`src/include/sched_config.svh`:
```
// Scheduler core configuration
// Station geometry, tag and data widths, and the 3-bit operation codes
`ifndef SCHED_CONFIG_SVH
`define SCHED_CONFIG_SVH

// Station and datapath sizes
`define RS_SIZE 8
`define TAG_W   6
`define DATA_W  16

// Operation codes, low 3 bits of the opcode field
`define OP_ADD 3'd0
`define OP_SUB 3'd1
`define OP_AND 3'd2
`define OP_OR  3'd3
`define OP_XOR 3'd4
`define OP_SHL 3'd5
`define OP_MUL 3'd6

`endif

```
`src/source/sched_pkg.sv`:
```
// Scheduler core types
// Instruction word views, unit class and ALU operation encodings
`include "sched_config.svh"

package sched_pkg;

	// Register form, three 4-bit register fields
	typedef struct packed {
		logic [3:0] opcode;
		logic [3:0] rd;
		logic [3:0] rs1;
		logic [3:0] rs2;
	} reg_form_t;

	// Immediate form, the low byte is a signed immediate
	// Source 1 arrives by tag, so its field gives way to the immediate
	typedef struct packed {
		logic [3:0] opcode;
		logic [3:0] rd;
		logic [7:0] imm;
	} imm_form_t;

	// Opcode bit 3 picks the view
	typedef union packed {
		reg_form_t reg_form;
		imm_form_t imm_form;
	} inst_word_u;

	typedef enum logic {
		FU_ALU  = 1'b0,
		FU_MULT = 1'b1
	} fu_class_e;

	typedef enum logic [2:0] {
		ALU_ADD = `OP_ADD,
		ALU_SUB = `OP_SUB,
		ALU_AND = `OP_AND,
		ALU_OR  = `OP_OR,
		ALU_XOR = `OP_XOR,
		ALU_SHL = `OP_SHL
	} alu_op_e;

endpackage

```
`src/source/inst_decode.sv`:
```
// Decode stage
// Registers one dispatched instruction and splits the word into class, op, operand 2
`include "sched_config.svh"

module inst_decode import sched_pkg::*; (
	input  logic               clock,
	input  logic               reset,
	input  logic               dispatch_valid,
	input  inst_word_u         inst_word,
	input  logic [`TAG_W-1:0]  dest_tag,
	input  logic [`TAG_W-1:0]  src1_tag,
	input  logic [`TAG_W-1:0]  src2_tag,
	input  logic               src1_ready,
	input  logic               src2_ready,
	input  logic [`DATA_W-1:0] src1_value,
	input  logic [`DATA_W-1:0] src2_value,
	output logic               dec_valid,
	output fu_class_e          dec_class,
	output alu_op_e            dec_op,
	output logic [`TAG_W-1:0]  dec_dest,
	output logic [`TAG_W-1:0]  dec_t1,
	output logic [`TAG_W-1:0]  dec_t2,
	output logic               dec_r1,
	output logic               dec_r2,
	output logic [`DATA_W-1:0] dec_v1,
	output logic [`DATA_W-1:0] dec_v2
);

	localparam logic [2:0] RSVD_CODE = 3'd7;

	logic [3:0]         opcode;
	logic [2:0]         op_code;
	logic               is_imm;
	logic               reserved;
	logic [`DATA_W-1:0] imm_ext;

	// Opcode sits in the same place in both views
	assign opcode   = inst_word.reg_form.opcode;
	assign op_code  = opcode[2:0];
	assign is_imm   = opcode[3];
	assign reserved = (op_code == RSVD_CODE);

	// Sign extend the low byte
	assign imm_ext = {{(`DATA_W-8){inst_word.imm_form.imm[7]}}, inst_word.imm_form.imm};

	always_ff @(posedge clock) begin
		if (reset) begin
			dec_valid <= 1'b0;
		end else begin
			dec_valid <= dispatch_valid & ~reserved;
		end
	end

	// Payload registers follow every dispatch
	always_ff @(posedge clock) begin
		if (dispatch_valid) begin
			dec_class <= (op_code == `OP_MUL) ? FU_MULT : FU_ALU;
			// Multiply ignores the ALU op
			dec_op    <= (op_code == `OP_MUL) ? ALU_ADD : alu_op_e'(op_code);
			dec_dest  <= dest_tag;
			dec_t1    <= src1_tag;
			dec_r1    <= src1_ready;
			dec_v1    <= src1_value;
			dec_t2    <= src2_tag;
			// Immediate form makes source 2 ready at once
			dec_r2    <= is_imm | src2_ready;
			dec_v2    <= is_imm ? imm_ext : src2_value;
		end
	end

	// Reserved code never reaches the station under a valid strobe
	a_no_reserved: assert property (@(posedge clock) disable iff (reset)
		dec_valid |-> (dec_op != alu_op_e'(RSVD_CODE)));

endmodule

```
`src/source/rs_wakeup_cam.sv`:
```
// Wakeup CAM
// Bus tag against both source tags of every station row, in parallel
`include "sched_config.svh"

module rs_wakeup_cam (
	input  logic                cdb_valid,
	input  logic [`TAG_W-1:0]   cdb_tag,
	input  logic [`TAG_W-1:0]   row_t1 [`RS_SIZE],
	input  logic [`TAG_W-1:0]   row_t2 [`RS_SIZE],
	output logic [`RS_SIZE-1:0] t1_hit,
	output logic [`RS_SIZE-1:0] t2_hit
);

	always_comb begin
		t1_hit = '0;
		t2_hit = '0;
		// No broadcast, no hits
		if (cdb_valid) begin
			for (int i = 0; i < `RS_SIZE; i++) begin
				t1_hit[i] = (row_t1[i] == cdb_tag);
				t2_hit[i] = (row_t2[i] == cdb_tag);
			end
		end
	end

endmodule

```
`src/source/rs_station.sv`:
```
// Reservation station
// Row allocation, bus value capture, per-class priority select and issue
`include "sched_config.svh"

module rs_station import sched_pkg::*; (
	input  logic               clock,
	input  logic               reset,
	input  logic               dec_valid,
	input  fu_class_e          dec_class,
	input  alu_op_e            dec_op,
	input  logic [`TAG_W-1:0]  dec_dest,
	input  logic [`TAG_W-1:0]  dec_t1,
	input  logic [`TAG_W-1:0]  dec_t2,
	input  logic               dec_r1,
	input  logic               dec_r2,
	input  logic [`DATA_W-1:0] dec_v1,
	input  logic [`DATA_W-1:0] dec_v2,
	input  logic               cdb_valid,
	input  logic [`TAG_W-1:0]  cdb_tag,
	input  logic [`DATA_W-1:0] cdb_value,
	input  logic               alu_hold,
	output logic               alu_issue,
	output alu_op_e            alu_op,
	output logic [`DATA_W-1:0] alu_a,
	output logic [`DATA_W-1:0] alu_b,
	output logic [`TAG_W-1:0]  alu_tag,
	output logic               mul_issue,
	output logic [`DATA_W-1:0] mul_a,
	output logic [`DATA_W-1:0] mul_b,
	output logic [`TAG_W-1:0]  mul_tag,
	output logic               rs_full,
	output logic               dispatch_drop
);

	// Highest-numbered request wins
	function automatic logic [`RS_SIZE-1:0] pick_high(input logic [`RS_SIZE-1:0] req);
		logic [`RS_SIZE-1:0] gnt;
		logic                found;
		gnt   = '0;
		found = 1'b0;
		for (int i = `RS_SIZE - 1; i >= 0; i--) begin
			if (req[i] && !found) begin
				gnt[i] = 1'b1;
				found  = 1'b1;
			end
		end
		return gnt;
	endfunction

	// Row table
	logic [`RS_SIZE-1:0] row_busy;
	fu_class_e           row_class [`RS_SIZE];
	alu_op_e             row_op    [`RS_SIZE];
	logic [`TAG_W-1:0]   row_dest  [`RS_SIZE];
	logic [`TAG_W-1:0]   row_t1    [`RS_SIZE];
	logic [`TAG_W-1:0]   row_t2    [`RS_SIZE];
	logic [`RS_SIZE-1:0] row_r1;
	logic [`RS_SIZE-1:0] row_r2;
	logic [`DATA_W-1:0]  row_v1    [`RS_SIZE];
	logic [`DATA_W-1:0]  row_v2    [`RS_SIZE];

	logic [`RS_SIZE-1:0] t1_hit;
	logic [`RS_SIZE-1:0] t2_hit;
	logic [`RS_SIZE-1:0] alu_ready;
	logic [`RS_SIZE-1:0] mul_ready;
	logic [`RS_SIZE-1:0] alu_gnt;
	logic [`RS_SIZE-1:0] mul_gnt;
	logic [`RS_SIZE-1:0] alloc_gnt;
	logic                d1_hit;
	logic                d2_hit;

	rs_wakeup_cam u_cam (
		.cdb_valid (cdb_valid),
		.cdb_tag   (cdb_tag),
		.row_t1    (row_t1),
		.row_t2    (row_t2),
		.t1_hit    (t1_hit),
		.t2_hit    (t2_hit)
	);

	// ------------------------------------------------------------
	// Select
	// ------------------------------------------------------------

	// Ready counts from the registered bits only
	always_comb begin
		for (int i = 0; i < `RS_SIZE; i++) begin
			alu_ready[i] = row_busy[i] & row_r1[i] & row_r2[i] & (row_class[i] == FU_ALU);
			mul_ready[i] = row_busy[i] & row_r1[i] & row_r2[i] & (row_class[i] == FU_MULT);
		end
	end

	// ALU issue stalls while the result stage holds an ALU result
	assign alu_gnt   = alu_hold ? '0 : pick_high(alu_ready);
	assign mul_gnt   = pick_high(mul_ready);
	assign alloc_gnt = dec_valid ? pick_high(~row_busy) : '0;

	assign rs_full       = &row_busy;
	assign dispatch_drop = dec_valid & rs_full;

	assign alu_issue = |alu_gnt;
	assign mul_issue = |mul_gnt;

	// Grant muxes
	always_comb begin
		alu_op  = ALU_ADD;
		alu_a   = '0;
		alu_b   = '0;
		alu_tag = '0;
		mul_a   = '0;
		mul_b   = '0;
		mul_tag = '0;
		for (int i = 0; i < `RS_SIZE; i++) begin
			if (alu_gnt[i]) begin
				alu_op  = row_op[i];
				alu_a   = row_v1[i];
				alu_b   = row_v2[i];
				alu_tag = row_dest[i];
			end
			if (mul_gnt[i]) begin
				mul_a   = row_v1[i];
				mul_b   = row_v2[i];
				mul_tag = row_dest[i];
			end
		end
	end

	// ------------------------------------------------------------
	// Table update
	// ------------------------------------------------------------

	// Source waking on the bus in the dispatch cycle
	assign d1_hit = cdb_valid & ~dec_r1 & (dec_t1 == cdb_tag);
	assign d2_hit = cdb_valid & ~dec_r2 & (dec_t2 == cdb_tag);

	always_ff @(posedge clock) begin
		if (reset) begin
			row_busy <= '0;
		end else begin
			// Issued rows free up and allocation only hits idle rows
			row_busy <= (row_busy & ~alu_gnt & ~mul_gnt) | alloc_gnt;
		end
	end

	always_ff @(posedge clock) begin
		for (int i = 0; i < `RS_SIZE; i++) begin
			if (alloc_gnt[i]) begin
				row_class[i] <= dec_class;
				row_op[i]    <= dec_op;
				row_dest[i]  <= dec_dest;
				row_t1[i]    <= dec_t1;
				row_t2[i]    <= dec_t2;
				row_r1[i]    <= dec_r1 | d1_hit;
				row_r2[i]    <= dec_r2 | d2_hit;
				row_v1[i]    <= d1_hit ? cdb_value : dec_v1;
				row_v2[i]    <= d2_hit ? cdb_value : dec_v2;
			end else if (row_busy[i]) begin
				// Capture on a hit but never over a value already held
				if (t1_hit[i] && !row_r1[i]) begin
					row_r1[i] <= 1'b1;
					row_v1[i] <= cdb_value;
				end
				if (t2_hit[i] && !row_r2[i]) begin
					row_r2[i] <= 1'b1;
					row_v2[i] <= cdb_value;
				end
			end
		end
	end

	// ------------------------------------------------------------
	// Checks
	// ------------------------------------------------------------
	a_one_grant: assert property (@(posedge clock) disable iff (reset)
		$onehot0(alu_gnt) && $onehot0(mul_gnt));

	a_issue_ready: assert property (@(posedge clock) disable iff (reset)
		(alu_issue || mul_issue) |->
			(((alu_gnt | mul_gnt) & ~(row_busy & row_r1 & row_r2)) == '0));

	// Ready ALU rows stay seated across a hold cycle
	a_hold_stall: assert property (@(posedge clock) disable iff (reset)
		alu_hold |=> (($past(alu_ready) & ~row_busy) == '0));

endmodule

```
`src/source/fu_execute.sv`:
```
// Functional units
// Single-cycle registered ALU and a two-stage multiply pipeline
`include "sched_config.svh"

module fu_execute import sched_pkg::*; (
	input  logic               clock,
	input  logic               reset,
	input  logic               alu_issue,
	input  alu_op_e            alu_op,
	input  logic [`DATA_W-1:0] alu_a,
	input  logic [`DATA_W-1:0] alu_b,
	input  logic [`TAG_W-1:0]  alu_tag,
	input  logic               mul_issue,
	input  logic [`DATA_W-1:0] mul_a,
	input  logic [`DATA_W-1:0] mul_b,
	input  logic [`TAG_W-1:0]  mul_tag,
	output logic               alu_done,
	output logic [`DATA_W-1:0] alu_result,
	output logic [`TAG_W-1:0]  alu_rtag,
	output logic               mul_done,
	output logic [`DATA_W-1:0] mul_result,
	output logic [`TAG_W-1:0]  mul_rtag
);

	logic [`DATA_W-1:0]   alu_next;
	logic                 m1_valid;
	logic [`DATA_W-1:0]   m1_a;
	logic [`DATA_W-1:0]   m1_b;
	logic [`TAG_W-1:0]    m1_tag;
	logic [2*`DATA_W-1:0] m1_prod;

	// ALU, shift amount from the low 4 bits
	always_comb begin
		case (alu_op)
			ALU_ADD: alu_next = alu_a + alu_b;
			ALU_SUB: alu_next = alu_a - alu_b;
			ALU_AND: alu_next = alu_a & alu_b;
			ALU_OR:  alu_next = alu_a | alu_b;
			ALU_XOR: alu_next = alu_a ^ alu_b;
			ALU_SHL: alu_next = alu_a << alu_b[3:0];
			default: alu_next = '0;
		endcase
	end

	// Full product, only the low half is kept
	assign m1_prod = m1_a * m1_b;

	// Strobes
	always_ff @(posedge clock) begin
		if (reset) begin
			alu_done <= 1'b0;
			m1_valid <= 1'b0;
			mul_done <= 1'b0;
		end else begin
			alu_done <= alu_issue;
			m1_valid <= mul_issue;
			mul_done <= m1_valid;
		end
	end

	// Datapath registers
	always_ff @(posedge clock) begin
		alu_result <= alu_next;
		alu_rtag   <= alu_tag;
		// Stage 1 holds the operands
		m1_a       <= mul_a;
		m1_b       <= mul_b;
		m1_tag     <= mul_tag;
		// Stage 2 holds the product
		mul_result <= m1_prod[`DATA_W-1:0];
		mul_rtag   <= m1_tag;
	end

endmodule

```
`src/source/cdb_result.sv`:
```
// Result stage
// Merges both units onto the common data bus, multiply first, ALU parked on collision
`include "sched_config.svh"

module cdb_result (
	input  logic               clock,
	input  logic               reset,
	input  logic               alu_done,
	input  logic [`DATA_W-1:0] alu_result,
	input  logic [`TAG_W-1:0]  alu_rtag,
	input  logic               mul_done,
	input  logic [`DATA_W-1:0] mul_result,
	input  logic [`TAG_W-1:0]  mul_rtag,
	output logic               cdb_valid,
	output logic [`TAG_W-1:0]  cdb_tag,
	output logic [`DATA_W-1:0] cdb_value,
	output logic               alu_hold
);

	logic               hold_valid;
	logic [`DATA_W-1:0] hold_value;
	logic [`TAG_W-1:0]  hold_tag;
	logic               collide;

	assign collide = alu_done & mul_done;

	// Level also rises in the collision cycle, so no ALU result lands on a full register
	assign alu_hold = hold_valid | collide;

	// Multiply, then held ALU, then fresh ALU
	always_comb begin
		cdb_valid = 1'b0;
		cdb_tag   = alu_rtag;
		cdb_value = alu_result;
		if (mul_done) begin
			cdb_valid = 1'b1;
			cdb_tag   = mul_rtag;
			cdb_value = mul_result;
		end else if (hold_valid) begin
			cdb_valid = 1'b1;
			cdb_tag   = hold_tag;
			cdb_value = hold_value;
		end else if (alu_done) begin
			cdb_valid = 1'b1;
		end
	end

	// Empties on the first cycle without a multiply
	always_ff @(posedge clock) begin
		if (reset) begin
			hold_valid <= 1'b0;
		end else if (collide) begin
			hold_valid <= 1'b1;
		end else if (!mul_done) begin
			hold_valid <= 1'b0;
		end
	end

	always_ff @(posedge clock) begin
		if (collide) begin
			hold_value <= alu_result;
			hold_tag   <= alu_rtag;
		end
	end

	// Held result is never overwritten by a new ALU completion
	a_hold_safe: assert property (@(posedge clock) disable iff (reset)
		hold_valid |-> !alu_done);

endmodule

```
`src/source/sched_core_top.sv`:
```
// Scheduler core top
// Decode, reservation station, functional units and result bus
`include "sched_config.svh"

module sched_core_top import sched_pkg::*; (
	input  logic               clock,
	input  logic               reset,
	input  logic               dispatch_valid,
	input  inst_word_u         inst_word,
	input  logic [`TAG_W-1:0]  dest_tag,
	input  logic [`TAG_W-1:0]  src1_tag,
	input  logic               src1_ready,
	input  logic [`DATA_W-1:0] src1_value,
	input  logic [`TAG_W-1:0]  src2_tag,
	input  logic               src2_ready,
	input  logic [`DATA_W-1:0] src2_value,
	output logic               cdb_valid,
	output logic [`TAG_W-1:0]  cdb_tag,
	output logic [`DATA_W-1:0] cdb_value,
	output logic               rs_full,
	output logic               dispatch_drop
);

	// Decode to station
	logic               dec_valid;
	fu_class_e          dec_class;
	alu_op_e            dec_op;
	logic [`TAG_W-1:0]  dec_dest;
	logic [`TAG_W-1:0]  dec_t1;
	logic [`TAG_W-1:0]  dec_t2;
	logic               dec_r1;
	logic               dec_r2;
	logic [`DATA_W-1:0] dec_v1;
	logic [`DATA_W-1:0] dec_v2;

	// Station to units
	logic               alu_issue;
	alu_op_e            alu_op;
	logic [`DATA_W-1:0] alu_a;
	logic [`DATA_W-1:0] alu_b;
	logic [`TAG_W-1:0]  alu_tag;
	logic               mul_issue;
	logic [`DATA_W-1:0] mul_a;
	logic [`DATA_W-1:0] mul_b;
	logic [`TAG_W-1:0]  mul_tag;

	// Units to result stage
	logic               alu_done;
	logic [`DATA_W-1:0] alu_result;
	logic [`TAG_W-1:0]  alu_rtag;
	logic               mul_done;
	logic [`DATA_W-1:0] mul_result;
	logic [`TAG_W-1:0]  mul_rtag;
	logic               alu_hold;

	inst_decode u_decode (
		.clock          (clock),
		.reset          (reset),
		.dispatch_valid (dispatch_valid),
		.inst_word      (inst_word),
		.dest_tag       (dest_tag),
		.src1_tag       (src1_tag),
		.src2_tag       (src2_tag),
		.src1_ready     (src1_ready),
		.src2_ready     (src2_ready),
		.src1_value     (src1_value),
		.src2_value     (src2_value),
		.dec_valid      (dec_valid),
		.dec_class      (dec_class),
		.dec_op         (dec_op),
		.dec_dest       (dec_dest),
		.dec_t1         (dec_t1),
		.dec_t2         (dec_t2),
		.dec_r1         (dec_r1),
		.dec_r2         (dec_r2),
		.dec_v1         (dec_v1),
		.dec_v2         (dec_v2)
	);

	rs_station u_station (
		.clock         (clock),
		.reset         (reset),
		.dec_valid     (dec_valid),
		.dec_class     (dec_class),
		.dec_op        (dec_op),
		.dec_dest      (dec_dest),
		.dec_t1        (dec_t1),
		.dec_t2        (dec_t2),
		.dec_r1        (dec_r1),
		.dec_r2        (dec_r2),
		.dec_v1        (dec_v1),
		.dec_v2        (dec_v2),
		.cdb_valid     (cdb_valid),
		.cdb_tag       (cdb_tag),
		.cdb_value     (cdb_value),
		.alu_hold      (alu_hold),
		.alu_issue     (alu_issue),
		.alu_op        (alu_op),
		.alu_a         (alu_a),
		.alu_b         (alu_b),
		.alu_tag       (alu_tag),
		.mul_issue     (mul_issue),
		.mul_a         (mul_a),
		.mul_b         (mul_b),
		.mul_tag       (mul_tag),
		.rs_full       (rs_full),
		.dispatch_drop (dispatch_drop)
	);

	fu_execute u_execute (
		.clock      (clock),
		.reset      (reset),
		.alu_issue  (alu_issue),
		.alu_op     (alu_op),
		.alu_a      (alu_a),
		.alu_b      (alu_b),
		.alu_tag    (alu_tag),
		.mul_issue  (mul_issue),
		.mul_a      (mul_a),
		.mul_b      (mul_b),
		.mul_tag    (mul_tag),
		.alu_done   (alu_done),
		.alu_result (alu_result),
		.alu_rtag   (alu_rtag),
		.mul_done   (mul_done),
		.mul_result (mul_result),
		.mul_rtag   (mul_rtag)
	);

	cdb_result u_result (
		.clock      (clock),
		.reset      (reset),
		.alu_done   (alu_done),
		.alu_result (alu_result),
		.alu_rtag   (alu_rtag),
		.mul_done   (mul_done),
		.mul_result (mul_result),
		.mul_rtag   (mul_rtag),
		.cdb_valid  (cdb_valid),
		.cdb_tag    (cdb_tag),
		.cdb_value  (cdb_value),
		.alu_hold   (alu_hold)
	);

endmodule

```
`config.mk`:
```
export PLATFORM = sky130hd
export DESIGN_NAME = sched_core_top
export DESIGN_NICKNAME = d
export VERILOG_FILES = /design/src/source/sched_pkg.sv /design/src/source/inst_decode.sv /design/src/source/rs_wakeup_cam.sv /design/src/source/rs_station.sv /design/src/source/fu_execute.sv /design/src/source/cdb_result.sv /design/src/source/sched_core_top.sv
export VERILOG_INCLUDE_DIRS = /design/src /design/src/include
export SDC_FILE = /design/constraint.sdc
export NUM_CORES = 1
export LEC_CHECK = 0
export ABC_CLOCK_PERIOD_IN_PS = 5400
export BUFFER_PORTS_ARGS = -buffer_cell sky130_fd_sc_hd__buf_4
export CAP_MARGIN = 5
export CORE_MARGIN = 2
export CORE_UTILIZATION = 25
export CTS_BUF_LIST = sky130_fd_sc_hd__clkbuf_4
export DETAILED_ROUTE_END_ITERATION = 8
export PLACE_DENSITY = 0.5
export SLEW_MARGIN = 25
export SYNTH_ARGS = -nofsm -noshare
export SYNTH_HDL_FRONTEND = slang
export SYNTH_HIERARCHICAL = 1
export SYNTH_SLANG_ARGS = --single-unit
```
`constraint.sdc`:
```
create_clock -name clock -period 5.4 [get_ports clock]
set_clock_uncertainty 0.15 [all_clocks]
set_input_delay 1.08 -clock clock [delete_from_list [all_inputs] [get_ports clock]]
set_output_delay 1.08 -clock clock [all_outputs]
set_load 0.01 [all_outputs]
```
==> impl_results.rst <==
.. list-table::
   :header-rows: 1

   * - Metric
     - Value
   * - Status
     - finished clean
   * - Post-Syn Instances
     - 2987
   * - Overall die height
     - 380 µm
   * - First-pass GRT wire length
     - 196000 µm
   * - Count of final max-slew check failures
     - 0
   * - CTS tree
     - done
   * - Worst-case hold path end point
     - u_decode/dec_v1[9]
   * - Post-detailed-route DRC marker count
     - 0
   * - Estimated wirelength of the detail-placed design
     - 91800 µm
   * - Synth Net Count
     - 3237
   * - H-tree depth
     - 4
   * - Clock Path Buffers
     - 3
   * - Area added between synthesis and finish
     - 19.4%
   * - Number of I/O port buffers
     - 91
   * - Leakage
     - 15.5 nW
   * - Synth async-reset ratio
     - 0%
   * - Reg2reg start
     - u_execute/alu_done
   * - Worst hold slack across all endpoints
     - 0.105 ns
   * - Initial drt markers
     - 3181
   * - Maximum clock rate
     - 191 MHz
   * - Register-to-register setup slack
     - 0.17 ns
   * - Overall routed net length
     - 138000 µm
   * - Routability Congestion
     - 0.906
   * - Kind of start point of the critical path
     - flop
   * - First-pass DRT Iterations
     - 6
   * - Total GRT Usage
     - 18.7%
   * - Endpoint of the lowest-slack register-to-register path
     - u_execute/alu_result[11]
   * - Vias in the first global route
     - 27500
   * - Total negative setup slack
     - 0 ns
   * - CP Class
     - flop to flop
   * - Cell at the root of the clock tree
     - sky130_fd_sc_hd__clkbuf_4
   * - Count of cell types in the netlist
     - 88
   * - Number of vias per cell after detailed routing
     - 5.12
   * - Layout net count
     - 3596
   * - PD cells
     - 265 nW/µm²
   * - Number of synthesized flops with an enable pin
     - 526
   * - Share of the yosys chip area belonging to registers
     - 50.2%
   * - Final critical-path share of the clock period
     - 96.9%
   * - Area taken by flip-flops and latches
     - 17700 µm²
   * - Prevailing post-synth register cell
     - sky130_fd_sc_hd__edfxtp_1
   * - Worst endpoint required time
     - 6.19 ns
   * - Multi-input gate area
     - 16100 µm²
   * - Core footprint
     - 140000 µm²
   * - Worst IR drop on VDD
     - 187 µV
   * - Cell depth of the worst hold path
     - 1
   * - CP Data Arrival Time
     - 6.02 ns
   * - Count of warnings emitted by yosys
     - 6
   * - Number of flip-flops and latches in the synthesized netlist
     - 621
   * - Largest net degree at the start of global routing
     - 58
   * - Die W
     - 380 µm
   * - Clock transition at the registers of the reported paths
     - 0.07 ns
   * - I/O pin count
     - 96
   * - Highest fanout seen on the critical path
     - 11
   * - Antenna-violating nets left
     - 0
   * - Setup repair after global routing missed its margin
     - no
   * - Most frequent cell after synthesis
     - sky130_fd_sc_hd__edfxtp_1
   * - Fraction of final layout cells with drive strength greater than 1
     - 28.2%
   * - Clock sink count
     - 621
   * - Antenna violations before repair
     - 6
   * - Starting density of the core
     - 25.2%
   * - Remaining global-route overflow
     - 0
   * - Mean cell area of the mapped netlist
     - 11.8 µm²
   * - Fill count
     - 14400
   * - Number of standard-cell rows in the floorplan
     - 137
   * - Share of Yosys cell area claimed by the top area cell type
     - 44.8%
   * - Final critical delay including setup and external delays
     - 5.23 ns
   * - Ranking of synthesized cells by instance count
     - 526 x sky130_fd_sc_hd__edfxtp_1, 266 x sky130_fd_sc_hd__nand2_1, 264 x sky130_fd_sc_hd__mux2_2
   * - Crit path capture type
     - flop
   * - Library cell with the largest summed area after synthesis
     - sky130_fd_sc_hd__edfxtp_1
   * - Count of maximum capacitance violations
     - 0
   * - Leading cell types by total area after synthesis
     - sky130_fd_sc_hd__edfxtp_1 45%, sky130_fd_sc_hd__mux2_2 8.4%, sky130_fd_sc_hd__dfxtp_1 5.4%
   * - Clock Latency Late Sink
     - 1.12 ns
   * - Die area
     - 144000 µm²
   * - Cell area after technology mapping
     - 35300 µm²
   * - Path depth of the worst reg2reg path
     - 20
   * - Rel. slew slack
     - 25.2%
   * - Endpoints failing hold
     - 0
   * - Hold path startpoint
     - src1_value[9]
   * - Type of the worst min-delay path
     - input pin to flop
   * - Number of setup violations in the final report
     - 0
   * - Number of buffers created by CTS
     - 178
   * - Routed length per instance
     - 25.6 µm
   * - Number of buffers added for setup after CTS
     - 0
   * - DR vias
     - 27500
   * - Transition time at the pin with the least slew margin
     - 1.12 ns
cell usage in the layout, fill, tap and decap left out, types with 39 or more instances in the layout:
| cell | instances |
|---|---|
| sky130_fd_sc_hd__a21oi_1 | 80 |
| sky130_fd_sc_hd__a221oi_1 | 58 |
| sky130_fd_sc_hd__a22oi_1 | 52 |
| sky130_fd_sc_hd__and2_1 | 76 |
| sky130_fd_sc_hd__buf_4 | 340 |
| sky130_fd_sc_hd__clkbuf_4 | 267 |
| sky130_fd_sc_hd__clkinv_1 | 44 |
| sky130_fd_sc_hd__dfxtp_1 | 84 |
| sky130_fd_sc_hd__edfxtp_1 | 526 |
| sky130_fd_sc_hd__fa_1 | 81 |
| sky130_fd_sc_hd__ha_1 | 98 |
| sky130_fd_sc_hd__inv_1 | 169 |
| sky130_fd_sc_hd__mux2_2 | 264 |
| sky130_fd_sc_hd__mux2i_1 | 39 |
| sky130_fd_sc_hd__nand2_1 | 265 |
| sky130_fd_sc_hd__nand3_1 | 68 |
| sky130_fd_sc_hd__nor2_1 | 90 |
| sky130_fd_sc_hd__o21ai_0 | 97 |
| sky130_fd_sc_hd__o22ai_1 | 54 |
| sky130_fd_sc_hd__xnor2_1 | 100 |
| sky130_fd_sc_hd__xor2_1 | 67 |
worst max-delay path, stage by stage, from the launching register on:
cell and delay [ns]:
sky130_fd_sc_hd__dfxtp_1 0.34, sky130_fd_sc_hd__and2_2 0.16, sky130_fd_sc_hd__or2_4 0.17, sky130_fd_sc_hd__inv_1 0.08, sky130_fd_sc_hd__buf_4 0.16, sky130_fd_sc_hd__and2_1 0.14, sky130_fd_sc_hd__and3_2 0.37, sky130_fd_sc_hd__a221o_1 0.37
sky130_fd_sc_hd__a221o_1 0.47, sky130_fd_sc_hd__or2_2 0.36, sky130_fd_sc_hd__nor2_1 0.22, sky130_fd_sc_hd__a21oi_1 0.10, sky130_fd_sc_hd__xnor2_1 0.27, sky130_fd_sc_hd__ha_1 0.30, sky130_fd_sc_hd__a21o_1 0.18, sky130_fd_sc_hd__a21o_1 0.20
sky130_fd_sc_hd__a22oi_2 0.20, sky130_fd_sc_hd__and2b_2 0.19, sky130_fd_sc_hd__a21boi_2 0.08, sky130_fd_sc_hd__or3_1 0.31, sky130_fd_sc_hd__a31o_1 0.22
area by class of cell:
cell class	instances	share of cell area, %
Antenna cell	8	0.0476
Clock buffer	267	4.76
Clock inverter	65	0.841
Inverter	170	1.52
Multi-Input combinational cell	1999	38.2
Sequential cell	621	42.1
Tap cell	1876	5.58
Timing Repair Buffer	376	7.02
cells by family after synthesis:
logic type,after synthesis,synth area share (%)
adders and majority gates,179,8.08
xor gates and xnor gates,168,4.17
buffers and inverters,367,4.73
and+or+nand+nor,703,10.3
AOI/OAI and AO/OA,642,12.7
muxes,307,9.80
DFF,621,50.2
worst max-delay path by stage:
stage | startpoint | endpoint | slack, ns | cells past startpoint
floorplan | u_execute/mul_done | u_execute/alu_result[11] | 0.03 | 25
global placement | u_execute/m1_a[4] | u_execute/mul_result[14] | 0.13 | 16
detailed placement | u_execute/m1_a[4] | u_execute/mul_result[14] | 0.09 | 16
CTS | u_execute/m1_b[1] | u_execute/mul_result[14] | 0.07 | 15
global route | u_execute/m1_a[9] | u_execute/mul_result[14] | 0.003 | 15
finish | u_execute/alu_done | u_execute/alu_result[11] | 0.17 | 20
routing by layer:
| layer | part of all wire [%] | up-vias | track usage [%] |
|---|---|---|---|
| met4 | 4.3 | 4 | 8.38 |
| met5 | 0.017 | - | 0 |
| met2 | 44 | 1455 | 28.6 |
| met3 | 9.0 | 342 | 4.25 |
| li1 | - | 12000 | - |
| met1 | 43 | 13700 | 25.0 |
metrics by stage:
stage          instances  total power (W)  utilization [%]  instance area, µm²  setup slack, ns
3_5_place_dp        5011          0.00668             28.2               39400           0.0927
2_1_floorplan       2987          0.00607                -               35300           0.0313
4_1_cts             5374           0.0113             30.1               42000           0.0676
3_3_place_gp        5011          0.00667             28.2               39400            0.129
6_report            5382           0.0111             30.1               42100            0.166
5_1_grt             5378           0.0116             30.1               42100          0.00326
power by group:
part           total [W]  switching [W]  internal, W
combinational    0.00110       0.000657     0.000438
sequential       0.00551       0.000150      0.00536
clock            0.00455        0.00221      0.00234
state kept, by name (all words and copies together), names as in the netlist, 24 cells and up:
| name | count |
|---|---|
| u_station/row_v1 | 128 |
| u_station/row_v2 | 128 |
| u_station/row_dest | 48 |
| u_station/row_t1 | 48 |
| u_station/row_t2 | 48 |
| u_station/row_op | 24 |
repair_timing:
item | CTS | global route
setup endpoints to repair | 0 | 10
hold endpoints to repair | 31 | 0
hold buffers | 31 | 0
gates resized for setup | 0 | 17
Power figures use the tool's default switching activity.
